$ cat config.mk
export PLATFORM = sky130hd
export DESIGN_NAME = bp_predictor
export DESIGN_NICKNAME = d
export VERILOG_FILES = /design/src/hdl/bp_pkg.sv /design/src/hdl/bht_mem.sv /design/src/hdl/bht.sv /design/src/hdl/bp_update_ctrl.sv /design/src/hdl/bp_predictor.sv
export SDC_FILE = /design/constraint.sdc
export NUM_CORES = 1
export LEC_CHECK = 0
export BUFFER_PORTS_ARGS = -buffer_cell sky130_fd_sc_hd__buf_2
export CORE_AREA = 2 2 148 150
export CTS_BUF_LIST = sky130_fd_sc_hd__clkbuf_16
export DETAILED_ROUTE_END_ITERATION = 7
export DIE_AREA = 0 0 150 152
export PLACE_DENSITY = 0.67
export SLEW_MARGIN = 40
export SYNTH_ARGS = -nofsm -noshare
export SYNTH_HDL_FRONTEND = slang
export SYNTH_SLANG_ARGS = --single-unit
export TNS_END_PERCENT = 100
$ cat constraint.sdc
create_clock -name clk_i -period 8.85 [get_ports clk_i]
set_input_delay 1.77 -clock clk_i [delete_from_list [all_inputs] [get_ports clk_i]]
set_output_delay 1.77 -clock clk_i [all_outputs]
set_load 0.1 [all_outputs]
$ cat src/hdl/bp_pkg.sv
/*
 * Branch predictor shared definitions.
 * Holds the row geometry of the branch history table, the encoding of the
 * 2-bit saturating counter and the row union that lets the memory see a row
 * as raw bits while the predict and update logic see it as counters.
 */
package bp_pkg;

  // ~~~~~~~~~~~~~~~~~~~~~~~~~~~~~~~~~~~~~~~~~~~~~~~~~~~~~~~~~~~~~~~~~~~~~~~~~~~~
  // Row geometry.
  // ~~~~~~~~~~~~~~~~~~~~~~~~~~~~~~~~~~~~~~~~~~~~~~~~~~~~~~~~~~~~~~~~~~~~~~~~~~~~
  localparam int bp_row_els   = 2;                          // Counters per row.
  localparam int bp_ctr_width = 2;                          // Bits per counter.
  localparam int bp_row_width = bp_row_els * bp_ctr_width;  // Bits per row.

  // ~~~~~~~~~~~~~~~~~~~~~~~~~~~~~~~~~~~~~~~~~~~~~~~~~~~~~~~~~~~~~~~~~~~~~~~~~~~~
  // Counter encoding.
  // ~~~~~~~~~~~~~~~~~~~~~~~~~~~~~~~~~~~~~~~~~~~~~~~~~~~~~~~~~~~~~~~~~~~~~~~~~~~~
  // The high bit is the predicted direction, the low bit marks a weak state.
  typedef logic [bp_ctr_width-1:0] bp_ctr_t;

  localparam int bp_ctr_dir_bit  = 1;  // Set means predict taken.
  localparam int bp_ctr_weak_bit = 0;  // Set means weak state.

  // Weakly not-taken, written to every counter while the table clears.
  localparam bp_ctr_t bp_ctr_init = 2'b01;

  // One table row, either as a plain word or as its counters.
  typedef union packed {
    logic [bp_row_width-1:0]        raw;
    bp_ctr_t [bp_row_els-1:0]       ctr;
  } bp_row_u;

endpackage

$ cat src/hdl/bht_mem.sv
/*
 * Branch history table storage.
 * One read port and one write port, both synchronous. The read data is
 * registered and held until the next read is issued.
 */
`timescale 1ns/1ps

module bht_mem
  import bp_pkg::*;
#(
  parameter int width_p = bp_row_width,
  parameter int els_p   = 64,
  localparam int addr_width_lp = $clog2(els_p)
)
(
  input  logic                     clk_i,

  input  logic                     w_v_i,
  input  logic [addr_width_lp-1:0] w_addr_i,
  input  bp_row_u                  w_data_i,

  input  logic                     r_v_i,
  input  logic [addr_width_lp-1:0] r_addr_i,
  output bp_row_u                  r_data_o
);

  logic [width_p-1:0] mem_r [els_p];  // Row storage.

  // Write port.
  always_ff @(posedge clk_i)
  begin
    if (w_v_i)
    begin
      mem_r[w_addr_i] <= w_data_i.raw;
    end
  end

  // Read port. The output keeps the last row read when r_v_i is low.
  always_ff @(posedge clk_i)
  begin
    if (r_v_i)
    begin
      r_data_o.raw <= mem_r[r_addr_i];
    end
  end

endmodule

$ cat src/hdl/bht.sv
/*
 * Gselect branch history table.
 * Clears every row to weakly not-taken after reset, then serves lookups
 * indexed by address bits and global history. Writes apply the saturating
 * counter rule to a whole row and are refused while a lookup in the same
 * cycle hits the same index.
 */
`timescale 1ns/1ps

module bht
  import bp_pkg::*;
#(
  parameter int bht_idx_width_p = 4,
  parameter int ghist_width_p   = 2,
  parameter int vaddr_width_p   = 32
)
(
  input  logic                       clk_i,
  input  logic                       reset_i,

  output logic                       init_done_o,

  input  logic                       w_v_i,
  input  logic [bht_idx_width_p-1:0] w_idx_i,
  input  logic [ghist_width_p-1:0]   w_ghist_i,
  input  bp_row_u                    w_row_i,
  input  logic                       w_correct_i,
  output logic                       w_yumi_o,

  input  logic                       r_v_i,
  input  logic [vaddr_width_p-1:0]   r_addr_i,
  input  logic [ghist_width_p-1:0]   r_ghist_i,
  output bp_row_u                    r_row_o,
  output logic                       r_taken_o,
  output logic [ghist_width_p-1:0]   r_ghist_o
);

  localparam int idx_width_lp = bht_idx_width_p + ghist_width_p;
  localparam int els_lp       = 2**idx_width_lp;
  localparam int slot_bit_lp  = 2 + bht_idx_width_p;  // Picks the counter in a row.

  localparam logic [1:0] st_reset = 2'd0;
  localparam logic [1:0] st_clear = 2'd1;
  localparam logic [1:0] st_run   = 2'd2;

  logic [1:0]              state_r, state_n;
  logic [idx_width_lp-1:0] clr_cnt_r;
  logic                    is_clear, is_run, clr_last;

  logic [idx_width_lp-1:0] r_idx, w_idx, mem_w_addr;
  logic                    rw_same_idx, mem_w_v;
  bp_row_u                 mem_w_data, mem_r_data;

  logic                     slot_r;
  logic [ghist_width_p-1:0] ghist_r;

  // ~~~~~~~~~~~~~~~~~~~~~~~~~~~~~~~~~~~~~~~~~~~~~~~~~~~~~~~~~~~~~~~~~~~~~~~~~~~~
  // Clear sequencer. One row per cycle, then normal operation.
  // ~~~~~~~~~~~~~~~~~~~~~~~~~~~~~~~~~~~~~~~~~~~~~~~~~~~~~~~~~~~~~~~~~~~~~~~~~~~~
  assign is_clear    = (state_r == st_clear);
  assign is_run      = (state_r == st_run);
  assign clr_last    = (clr_cnt_r == idx_width_lp'(els_lp - 1));
  assign init_done_o = is_run;

  always_comb
  begin
    case (state_r)
      st_clear: state_n = clr_last ? st_run : st_clear;
      st_run:   state_n = st_run;
      default:  state_n = st_clear;  // Leaving reset starts the clear.
    endcase
  end

  always_ff @(posedge clk_i)
  begin
    if (reset_i)
    begin
      state_r   <= st_reset;
      clr_cnt_r <= '0;
    end
    else
    begin
      state_r <= state_n;
      if (is_clear)
      begin
        clr_cnt_r <= clr_cnt_r + 1'b1;
      end
    end
  end

  // ~~~~~~~~~~~~~~~~~~~~~~~~~~~~~~~~~~~~~~~~~~~~~~~~~~~~~~~~~~~~~~~~~~~~~~~~~~~~
  // Gselect indexing and write arbitration.
  // ~~~~~~~~~~~~~~~~~~~~~~~~~~~~~~~~~~~~~~~~~~~~~~~~~~~~~~~~~~~~~~~~~~~~~~~~~~~~
  assign r_idx = {r_addr_i[2 +: bht_idx_width_p], r_ghist_i};
  assign w_idx = {w_idx_i, w_ghist_i};

  // A lookup always wins over a write to the same row.
  assign rw_same_idx = r_v_i & w_v_i & (r_idx == w_idx);
  assign w_yumi_o    = is_run & w_v_i & ~rw_same_idx;

  assign mem_w_v    = is_clear | w_yumi_o;
  assign mem_w_addr = is_clear ? clr_cnt_r : w_idx;

  // Counter update. Weak bit follows a miss, direction flips on a weak miss.
  always_comb
  begin
    for (int i = 0; i < bp_row_els; i++)
    begin
      if (is_clear)
      begin
        mem_w_data.ctr[i] = bp_ctr_init;
      end
      else
      begin
        mem_w_data.ctr[i][bp_ctr_weak_bit] = ~w_correct_i;
        mem_w_data.ctr[i][bp_ctr_dir_bit]  = w_row_i.ctr[i][bp_ctr_dir_bit]
                                             ^ (~w_correct_i & w_row_i.ctr[i][bp_ctr_weak_bit]);
      end
    end
  end

  bht_mem #(
    .width_p (bp_row_width),
    .els_p   (els_lp)
  ) i_bht_mem (
    .clk_i    (clk_i),
    .w_v_i    (mem_w_v),
    .w_addr_i (mem_w_addr),
    .w_data_i (mem_w_data),
    .r_v_i    (r_v_i),
    .r_addr_i (r_idx),
    .r_data_o (mem_r_data)
  );

  // ~~~~~~~~~~~~~~~~~~~~~~~~~~~~~~~~~~~~~~~~~~~~~~~~~~~~~~~~~~~~~~~~~~~~~~~~~~~~
  // Prediction. Slot and history are held alongside the read data.
  // ~~~~~~~~~~~~~~~~~~~~~~~~~~~~~~~~~~~~~~~~~~~~~~~~~~~~~~~~~~~~~~~~~~~~~~~~~~~~
  always_ff @(posedge clk_i)
  begin
    if (r_v_i)
    begin
      slot_r  <= r_addr_i[slot_bit_lp];
      ghist_r <= r_ghist_i;
    end
  end

  assign r_row_o   = mem_r_data;
  assign r_taken_o = mem_r_data.ctr[slot_r][bp_ctr_dir_bit];
  assign r_ghist_o = ghist_r;

endmodule

$ cat src/hdl/bp_update_ctrl.sv
/*
 * Branch resolution buffer.
 * Holds one resolved branch, offers it to the history table until the table
 * takes it, and keeps the non-speculative global history.
 */
`timescale 1ns/1ps

module bp_update_ctrl
  import bp_pkg::*;
#(
  parameter int bht_idx_width_p = 4,
  parameter int ghist_width_p   = 2,
  parameter int vaddr_width_p   = 32
)
(
  input  logic                       clk_i,
  input  logic                       reset_i,

  input  logic                       res_v_i,
  input  logic [vaddr_width_p-1:0]   res_addr_i,
  input  logic [ghist_width_p-1:0]   res_ghist_i,
  input  bp_row_u                    res_row_i,
  input  logic                       res_correct_i,
  input  logic                       res_taken_i,
  output logic                       res_ready_o,

  output logic                       w_v_o,
  output logic [bht_idx_width_p-1:0] w_idx_o,
  output logic [ghist_width_p-1:0]   w_ghist_o,
  output bp_row_u                    w_row_o,
  output logic                       w_correct_o,
  input  logic                       w_yumi_i,

  output logic [ghist_width_p-1:0]   ghist_o
);

  logic                       full_r;      // Buffer holds a resolution.
  logic                       res_fire;
  logic [bht_idx_width_p-1:0] idx_r;
  logic [ghist_width_p-1:0]   res_ghist_r; // History seen by the original lookup.
  logic [ghist_width_p-1:0]   ghist_r;
  bp_row_u                    row_r;
  logic                       correct_r;
  logic                       taken_r;

  assign res_ready_o = ~full_r;
  assign res_fire    = res_v_i & res_ready_o;

  // Buffer state and global history. Newest outcome enters at bit 0.
  always_ff @(posedge clk_i)
  begin
    if (reset_i)
    begin
      full_r  <= 1'b0;
      ghist_r <= '0;
    end
    else
    begin
      if (res_fire)
        full_r <= 1'b1;
      else if (w_yumi_i)
        full_r <= 1'b0;
      if (w_yumi_i)
        ghist_r <= {ghist_r[ghist_width_p-2:0], taken_r};
    end
  end

  // Buffered resolution.
  always_ff @(posedge clk_i)
  begin
    if (res_fire)
    begin
      idx_r       <= res_addr_i[2 +: bht_idx_width_p];
      res_ghist_r <= res_ghist_i;
      row_r       <= res_row_i;
      correct_r   <= res_correct_i;
      taken_r     <= res_taken_i;
    end
  end

  assign w_v_o       = full_r;
  assign w_idx_o     = idx_r;
  assign w_ghist_o   = res_ghist_r;
  assign w_row_o     = row_r;
  assign w_correct_o = correct_r;
  assign ghist_o     = ghist_r;

endmodule

$ cat src/hdl/bp_predictor.sv
/*
 * Branch direction predictor.
 * Joins the resolution buffer and the gselect history table. Lookups read
 * the table with the current global history, resolutions update it.
 */
`timescale 1ns/1ps

module bp_predictor
  import bp_pkg::*;
#(
  parameter int bht_idx_width_p = 4,
  parameter int ghist_width_p   = 2,
  parameter int vaddr_width_p   = 32
)
(
  input  logic                     clk_i,
  input  logic                     reset_i,

  output logic                     init_done_o,

  // Lookup.
  input  logic                     pred_v_i,
  input  logic [vaddr_width_p-1:0] pred_addr_i,
  output bp_row_u                  pred_row_o,
  output logic                     pred_taken_o,
  output logic [ghist_width_p-1:0] pred_ghist_o,

  // Resolution.
  input  logic                     res_v_i,
  input  logic [vaddr_width_p-1:0] res_addr_i,
  input  logic [ghist_width_p-1:0] res_ghist_i,
  input  bp_row_u                  res_row_i,
  input  logic                     res_correct_i,
  input  logic                     res_taken_i,
  output logic                     res_ready_o,

  output logic [ghist_width_p-1:0] ghist_o
);

  logic                       w_v;
  logic [bht_idx_width_p-1:0] w_idx;
  logic [ghist_width_p-1:0]   w_ghist;
  bp_row_u                    w_row;
  logic                       w_correct;
  logic                       w_yumi;

  bp_update_ctrl #(
    .bht_idx_width_p (bht_idx_width_p),
    .ghist_width_p   (ghist_width_p),
    .vaddr_width_p   (vaddr_width_p)
  ) i_bp_update_ctrl (
    .clk_i         (clk_i),
    .reset_i       (reset_i),
    .res_v_i       (res_v_i),
    .res_addr_i    (res_addr_i),
    .res_ghist_i   (res_ghist_i),
    .res_row_i     (res_row_i),
    .res_correct_i (res_correct_i),
    .res_taken_i   (res_taken_i),
    .res_ready_o   (res_ready_o),
    .w_v_o         (w_v),
    .w_idx_o       (w_idx),
    .w_ghist_o     (w_ghist),
    .w_row_o       (w_row),
    .w_correct_o   (w_correct),
    .w_yumi_i      (w_yumi),
    .ghist_o       (ghist_o)
  );

  // Lookups index with the committed history.
  bht #(
    .bht_idx_width_p (bht_idx_width_p),
    .ghist_width_p   (ghist_width_p),
    .vaddr_width_p   (vaddr_width_p)
  ) i_bht (
    .clk_i       (clk_i),
    .reset_i     (reset_i),
    .init_done_o (init_done_o),
    .w_v_i       (w_v),
    .w_idx_i     (w_idx),
    .w_ghist_i   (w_ghist),
    .w_row_i     (w_row),
    .w_correct_i (w_correct),
    .w_yumi_o    (w_yumi),
    .r_v_i       (pred_v_i),
    .r_addr_i    (pred_addr_i),
    .r_ghist_i   (ghist_o),
    .r_row_o     (pred_row_o),
    .r_taken_o   (pred_taken_o),
    .r_ghist_o   (pred_ghist_o)
  );

endmodule

### After elaboration in Yosys (flattened, before gate mapping)

Memory sizes are Yosys's and may differ from the RTL's. A register that Yosys moved wholly into a read port is not among the register bits.
Cells that the tools add are included.

* flip-flop bits (word level): 26
* RAM bits: 256
* output and inout port bits: 11
* word-level logic and storage cells: 43
* memories kept: 1

* add/subtract/negate cells: 1
* order comparisons: 1
* equality and inequality tests: 4
* mux-type cells: 11
* bitwise logic cells: 13
* reductions and logical operators: 1

Memory list
* i_bht.i_bht_mem.mem_r: words 64, width 4, read ports 1, clocked after memory_dff 1, write ports 1, line bht_mem.sv:27 `logic [width_p-1:0] mem_r [els_p];`

Operator list (number)
* 2-to-1 mux 2 bit: 5
* bitwise AND 1 bit: 7
* adder 6 x 1 -> 6 bit, second input constant: 1
* == test 6 bit: 1
* == test 6 bit, second input constant: 1
* 2-to-1 mux 6 bit: 1
* 2-to-1 mux 1 bit: 4
* case mux 2 bit (2 select lines): 1
* NOT 1 bit: 3
* == test 2 x 1 -> 1 bit, second input constant: 1
* == test 2 bit, second input constant: 1
* less-than comparator 1 x 2 -> 1 bit, second input constant: 1
* nonzero test 2 bit: 1
* XOR 1 bit: 2
* bitwise OR 1 bit: 1

### Longest topological paths before layout

* depth after elaboration: 7
* gate-level depth with buffers: 9

### Hierarchy

A second synthesis with hierarchy kept.

* cells, all modules: 614
* area total of the unflattened synthesis: 11593.6 um^2

Modules (own cells, without submodules)
* bht_mem: instances 1, cells each 521, area an instance 10447.5 um^2, sequential area each 7807.5 um^2
* bht: instances 1, cells each 70, area an instance 670.6 um^2, sequential area each 250.2 um^2
* bp_update_ctrl: instances 1, cells each 23, area an instance 475.5 um^2, sequential area each 420.4 um^2

### Least setup slack after synthesis

No wires, ideal clock.

* kind: register -> output
* from: reg i_bht.i_bht_mem.r_data_o[3] (netlist bit) (read register of i_bht.i_bht_mem.mem_r)
* to: out pred_taken_o
* arrival time: 1.576 ns
* path slack: 5.504 ns
* stages on the path, launching flop included: 2
* path buffers: 0
* cell sequence: edfxtp_1 mux2_2

* word-level cells in the longest chain between the ends: 2

RTL lines
* start: declaration: line bht_mem.sv:24 `output bp_row_u r_data_o`
* 2-to-1 mux 2 bit (not written as such) (2 in a row): line bht.sv:148 `assign r_taken_o = mem_r_data.ctr[slot_r][bp_ctr_dir_bit];`
* end: declaration: line bp_predictor.sv:25 `output logic pred_taken_o,`

No other way between the ends. The select of a mux whose other input is x is not followed.

### Final worst setup path

* from: in pred_addr_i[2]
* to: mem i_bht.i_bht_mem.mem_r[48][1] (netlist bit), enable pin

* word-level cells in the longest chain between the ends: 7

RTL lines
* start: declaration: line bp_predictor.sv:23 `input logic [vaddr_width_p-1:0] pred_addr_i,`
* == test 6 bit: line bht.sv:98 `assign rw_same_idx = r_v_i & w_v_i & (r_idx == w_idx);`
* bitwise AND 1 bit: line bht.sv:98
* NOT 1 bit: line bht.sv:99 `assign w_yumi_o = is_run & w_v_i & ~rw_same_idx;`
* bitwise AND 1 bit: line bht.sv:99
* bitwise OR 1 bit: line bht.sv:101 `assign mem_w_v = is_clear | w_yumi_o;`
* 2-to-1 mux 1 bit: line bht_mem.sv:32 `if (w_v_i)`
* 2-to-1 mux 1 bit (not written as such): line bht_mem.sv:34 `mem_r[w_addr_i] <= w_data_i.raw;`
* end: declaration: line bht_mem.sv:27

No other way between the ends.

==> results.sh <==
export IMPL_cp_data_required_time_ns=9.05
export IMPL_worstSetupPathType="input port to register"
export IMPL_grt_remaining_overflow=0
export IMPL_place_area_um2=9589
export IMPL_hold_end="i_bht.r_ghist_o[0]$_DFFE_PP_"
export IMPL_rr_endpoint="i_bht.i_bht_mem.mem_r[48][1]$_DFFE_PP_"
export IMPL_hold_path_depth=0
export IMPL_n_antenna_cell=0
export IMPL_syn2layout_area_growth_pct=11.92
export IMPL_cts_setup_buffers=0
export IMPL_cts_resized=0
export IMPL_h_tree_depth=1
export IMPL_fill_cells=1796
export IMPL_vias_per_cell=5.605
export IMPL_routed_wirelength_um=18820
export IMPL_synth_most_common_cell="edfxtp_1"
export IMPL_grt_use_total_pct=17.03
export IMPL_cts_hold_buf=0
export IMPL_antenna_found_initial=0
export IMPL_die_width_um=150
export IMPL_fmax_mhz=258.3
export IMPL_synth_edf_count=210
export IMPL_fin_skew_ns=0.01336
export IMPL_drt_drc_violations_left=0
export IMPL_setup_viol=0
export IMPL_synth_distinct_cells=44
export IMPL_r2r_start="i_bht.state_r[0]$_SDFF_PP0_"
export IMPL_layout_drive_gt1_share_pct=20.78
export IMPL_status="completed"
export IMPL_ir_worst_vdd_uv=140.1
export IMPL_post_drt_wl_per_cell_um=22.32
export IMPL_fin_crit_ns=3.872
export IMPL_rr_worst_depth=4
export IMPL_gp_congestion=0.7662
export IMPL_first_pass_iters=5
export IMPL_r2r_setup_slack_ns=5.81
export IMPL_cap_viol_max_count=0
export IMPL_cts_root_buf="clkbuf_16"
export IMPL_cp_start_kind="input port"
export IMPL_worstPathArrival_ns=4.07
export IMPL_nNetsFinal=630
export IMPL_worst_slack_ns=4.978
export IMPL_maxSlewHeadroom_pct=43.83
export IMPL_dp_hpwl_um=11760
export IMPL_grt_pass1_wl_um=29370
export IMPL_hold_path_class="register to register"
export IMPL_ios=87
export IMPL_powerDensity_nw_per_um2=210.2
export IMPL_yosysSeqAreaShare_pct=70.98
export IMPL_synth_top_area_cell="edfxtp_1"
export IMPL_vias=4725
export IMPL_synth_area_um2=9195
export IMPL_synth_top_area_share_pct=68.58
export IMPL_die_area_um2=22800
export IMPL_fin_setup_tns_ns=0
export IMPL_synthCells=516
export IMPL_grt_pass1_vias=5048
export IMPL_clkTransAtPathRegs_ns=0.06
export IMPL_hold_ws_ns=0.4457
export IMPL_yosys_top_cells_area="edfxtp_1 (69%), mux4_2 (7.6%), mux4_1 (4.3%), nor2_1 (3.2%), dfxtp_1 (2.4%)"
export IMPL_synthTopCellsByCount="edfxtp_1 (210), nor2_1 (79), mux4_2 (31)"
export IMPL_fin_util_pct=48.20
export IMPL_start_util_pct=43.07
export IMPL_hold_path_startpoint="i_bp_update_ctrl.ghist_o[0]$_SDFFE_PP0P_"
export IMPL_die_h_um=152
export IMPL_cts_max_path_buffers=3
export IMPL_num_rows=54
export IMPL_hold_violations=0
export IMPL_cts_tree="built"
export IMPL_drv_slew=0
export IMPL_initialDrtViolationCount=546
export IMPL_synthArstFlopShare_pct=0
export IMPL_synthesis_nets=595
export IMPL_crit_fanout=44
export IMPL_min_period_over_period_pct=43.75
export IMPL_p_leak_nw=3.212
export IMPL_fp_coreArea_um2=21350
export IMPL_clock_sinks=221
export IMPL_fin_area_um2=10290
export IMPL_cts_buffers_inserted=23
export IMPL_yosys_warnings=0
export IMPL_grt_max_degree=65
export IMPL_pre_cts_ws_ns=4.455
export IMPL_io_buffer_count=31
export IMPL_max_slew_worst_pin_slew_ns=0.8192
export IMPL_rsz0062_at_grt="false"
export IMPL_end_kind="register"
export IMPL_synth_ff_type="edfxtp_1"
export IMPL_final_antenna_net_count=0
export IMPL_clk_latency_ns=0.50
export IMPL_ys_ff_latch=221
export IMPL_avgSynthCellArea_um2=17.82
layout by cell type, fill, tap and decap left out, types with 8 or more instances in the layout:
cell	instances
edfxtp_1	210
xnor2_1	10
nor2b_1	10
dfxtp_1	9
mux2i_1	11
buf_2	31
o22ai_1	8
nand2_1	14
inv_1	13
nand3_1	8
mux4_1	15
nor2_1	77
mux4_2	31
clkbuf_16	23
metrics by stage:
stage / power [W] / instances
finish: 0.002164 / 843
CTS: 0.002182 / 842
global route: 0.002232 / 843
floorplan: 0.001266 / 516
global placement: 0.001299 / 805
detailed placement: 0.001304 / 805
layer usage:
layer | global-route usage (%) | vias to the layer above | wire (um)
li1 | - | 2122 | -
met1 | 22.35 | 2409 | 7700
met2 | 28.61 | 161 | 9473
met3 | 4.114 | 33 | 1249
met4 | 4.313 | 0 | 394
met5 | 0 | - | 0
sequential cells by signal, summed over array words and instances, names as in the netlist:
signal / flops
i_bht.i_bht_mem.r_data_o: 3
i_bht.slot_r: 1
i_bp_update_ctrl.taken_r: 1
i_bp_update_ctrl.w_v_o: 1
i_bht.state_r: 2
i_bp_update_ctrl.w_ghist_o: 2
i_bht.clr_cnt_r: 6
i_bp_update_ctrl.ghist_o: 2
i_bp_update_ctrl.w_correct_o: 1
i_bp_update_ctrl.w_row_o: 4
i_bht.r_ghist_o: 2
i_bp_update_ctrl.w_idx_o: 4
i_bht.i_bht_mem.mem_r: 192
worst max-delay path, stage by stage:
cell,delay [ns]
buf_2,0.08
buf_4,0.48
xor2_1,0.14
o311a_2,0.61
o211ai_2,0.71
nor2_1,0.26
cells by family after synthesis:
kind of cell / after synthesis / synth area share, %
DFF: 221 / 70.98
and+or+nand+nor: 133 / 6.395
muxes: 61 / 13.57
AOI/OAI and AO/OA: 50 / 5.075
buffers and inverters: 36 / 2.436
xor gates and xnor gates: 12 / 1.143
adders and majority gates: 3 / 0.4083
worst max path at each step:
stage	from	endpoint	slack, ns	cells after the start
5_1_grt	pred_addr_i[2]	i_bht.i_bht_mem.mem_r[48][3]$_DFFE_PP_	4.89	6
3_3_place_gp	pred_addr_i[2]	i_bht.i_bht_mem.mem_r[48][1]$_DFFE_PP_	4.24	6
6_report	pred_addr_i[2]	i_bht.i_bht_mem.mem_r[48][1]$_DFFE_PP_	4.98	6
2_1_floorplan	i_bht.i_bht_mem.r_data_o[3]$_DFFE_PP_	pred_taken_o	5.50	1
3_5_place_dp	pred_addr_i[2]	i_bht.i_bht_mem.mem_r[48][2]$_DFFE_PP_	4.46	6
4_1_cts	pred_addr_i[2]	i_bht.i_bht_mem.mem_r[48][1]$_DFFE_PP_	4.98	6
power by group:
part           total, W  switching [W]  internal [W]
clock          0.000883       0.000360      0.000523
sequential      0.00117     0.00000616       0.00116
combinational  0.000113      0.0000845     0.0000283
total           0.00216       0.000451       0.00171
area by class of cell:
type                       instances  area (um^2)  share of cell area (%)
tap                              280        350.3                   3.404
inverter                           9        33.78                  0.3283
timing repair buffer              37        212.7                   2.067
clock inverter                    14        106.4                   1.033
multi-input combinational        259         2484                   24.13
clock buffer                      23        575.6                   5.593
sequential                       221         6529                   63.44
Note: power is estimated with default switching activity, not from simulation.
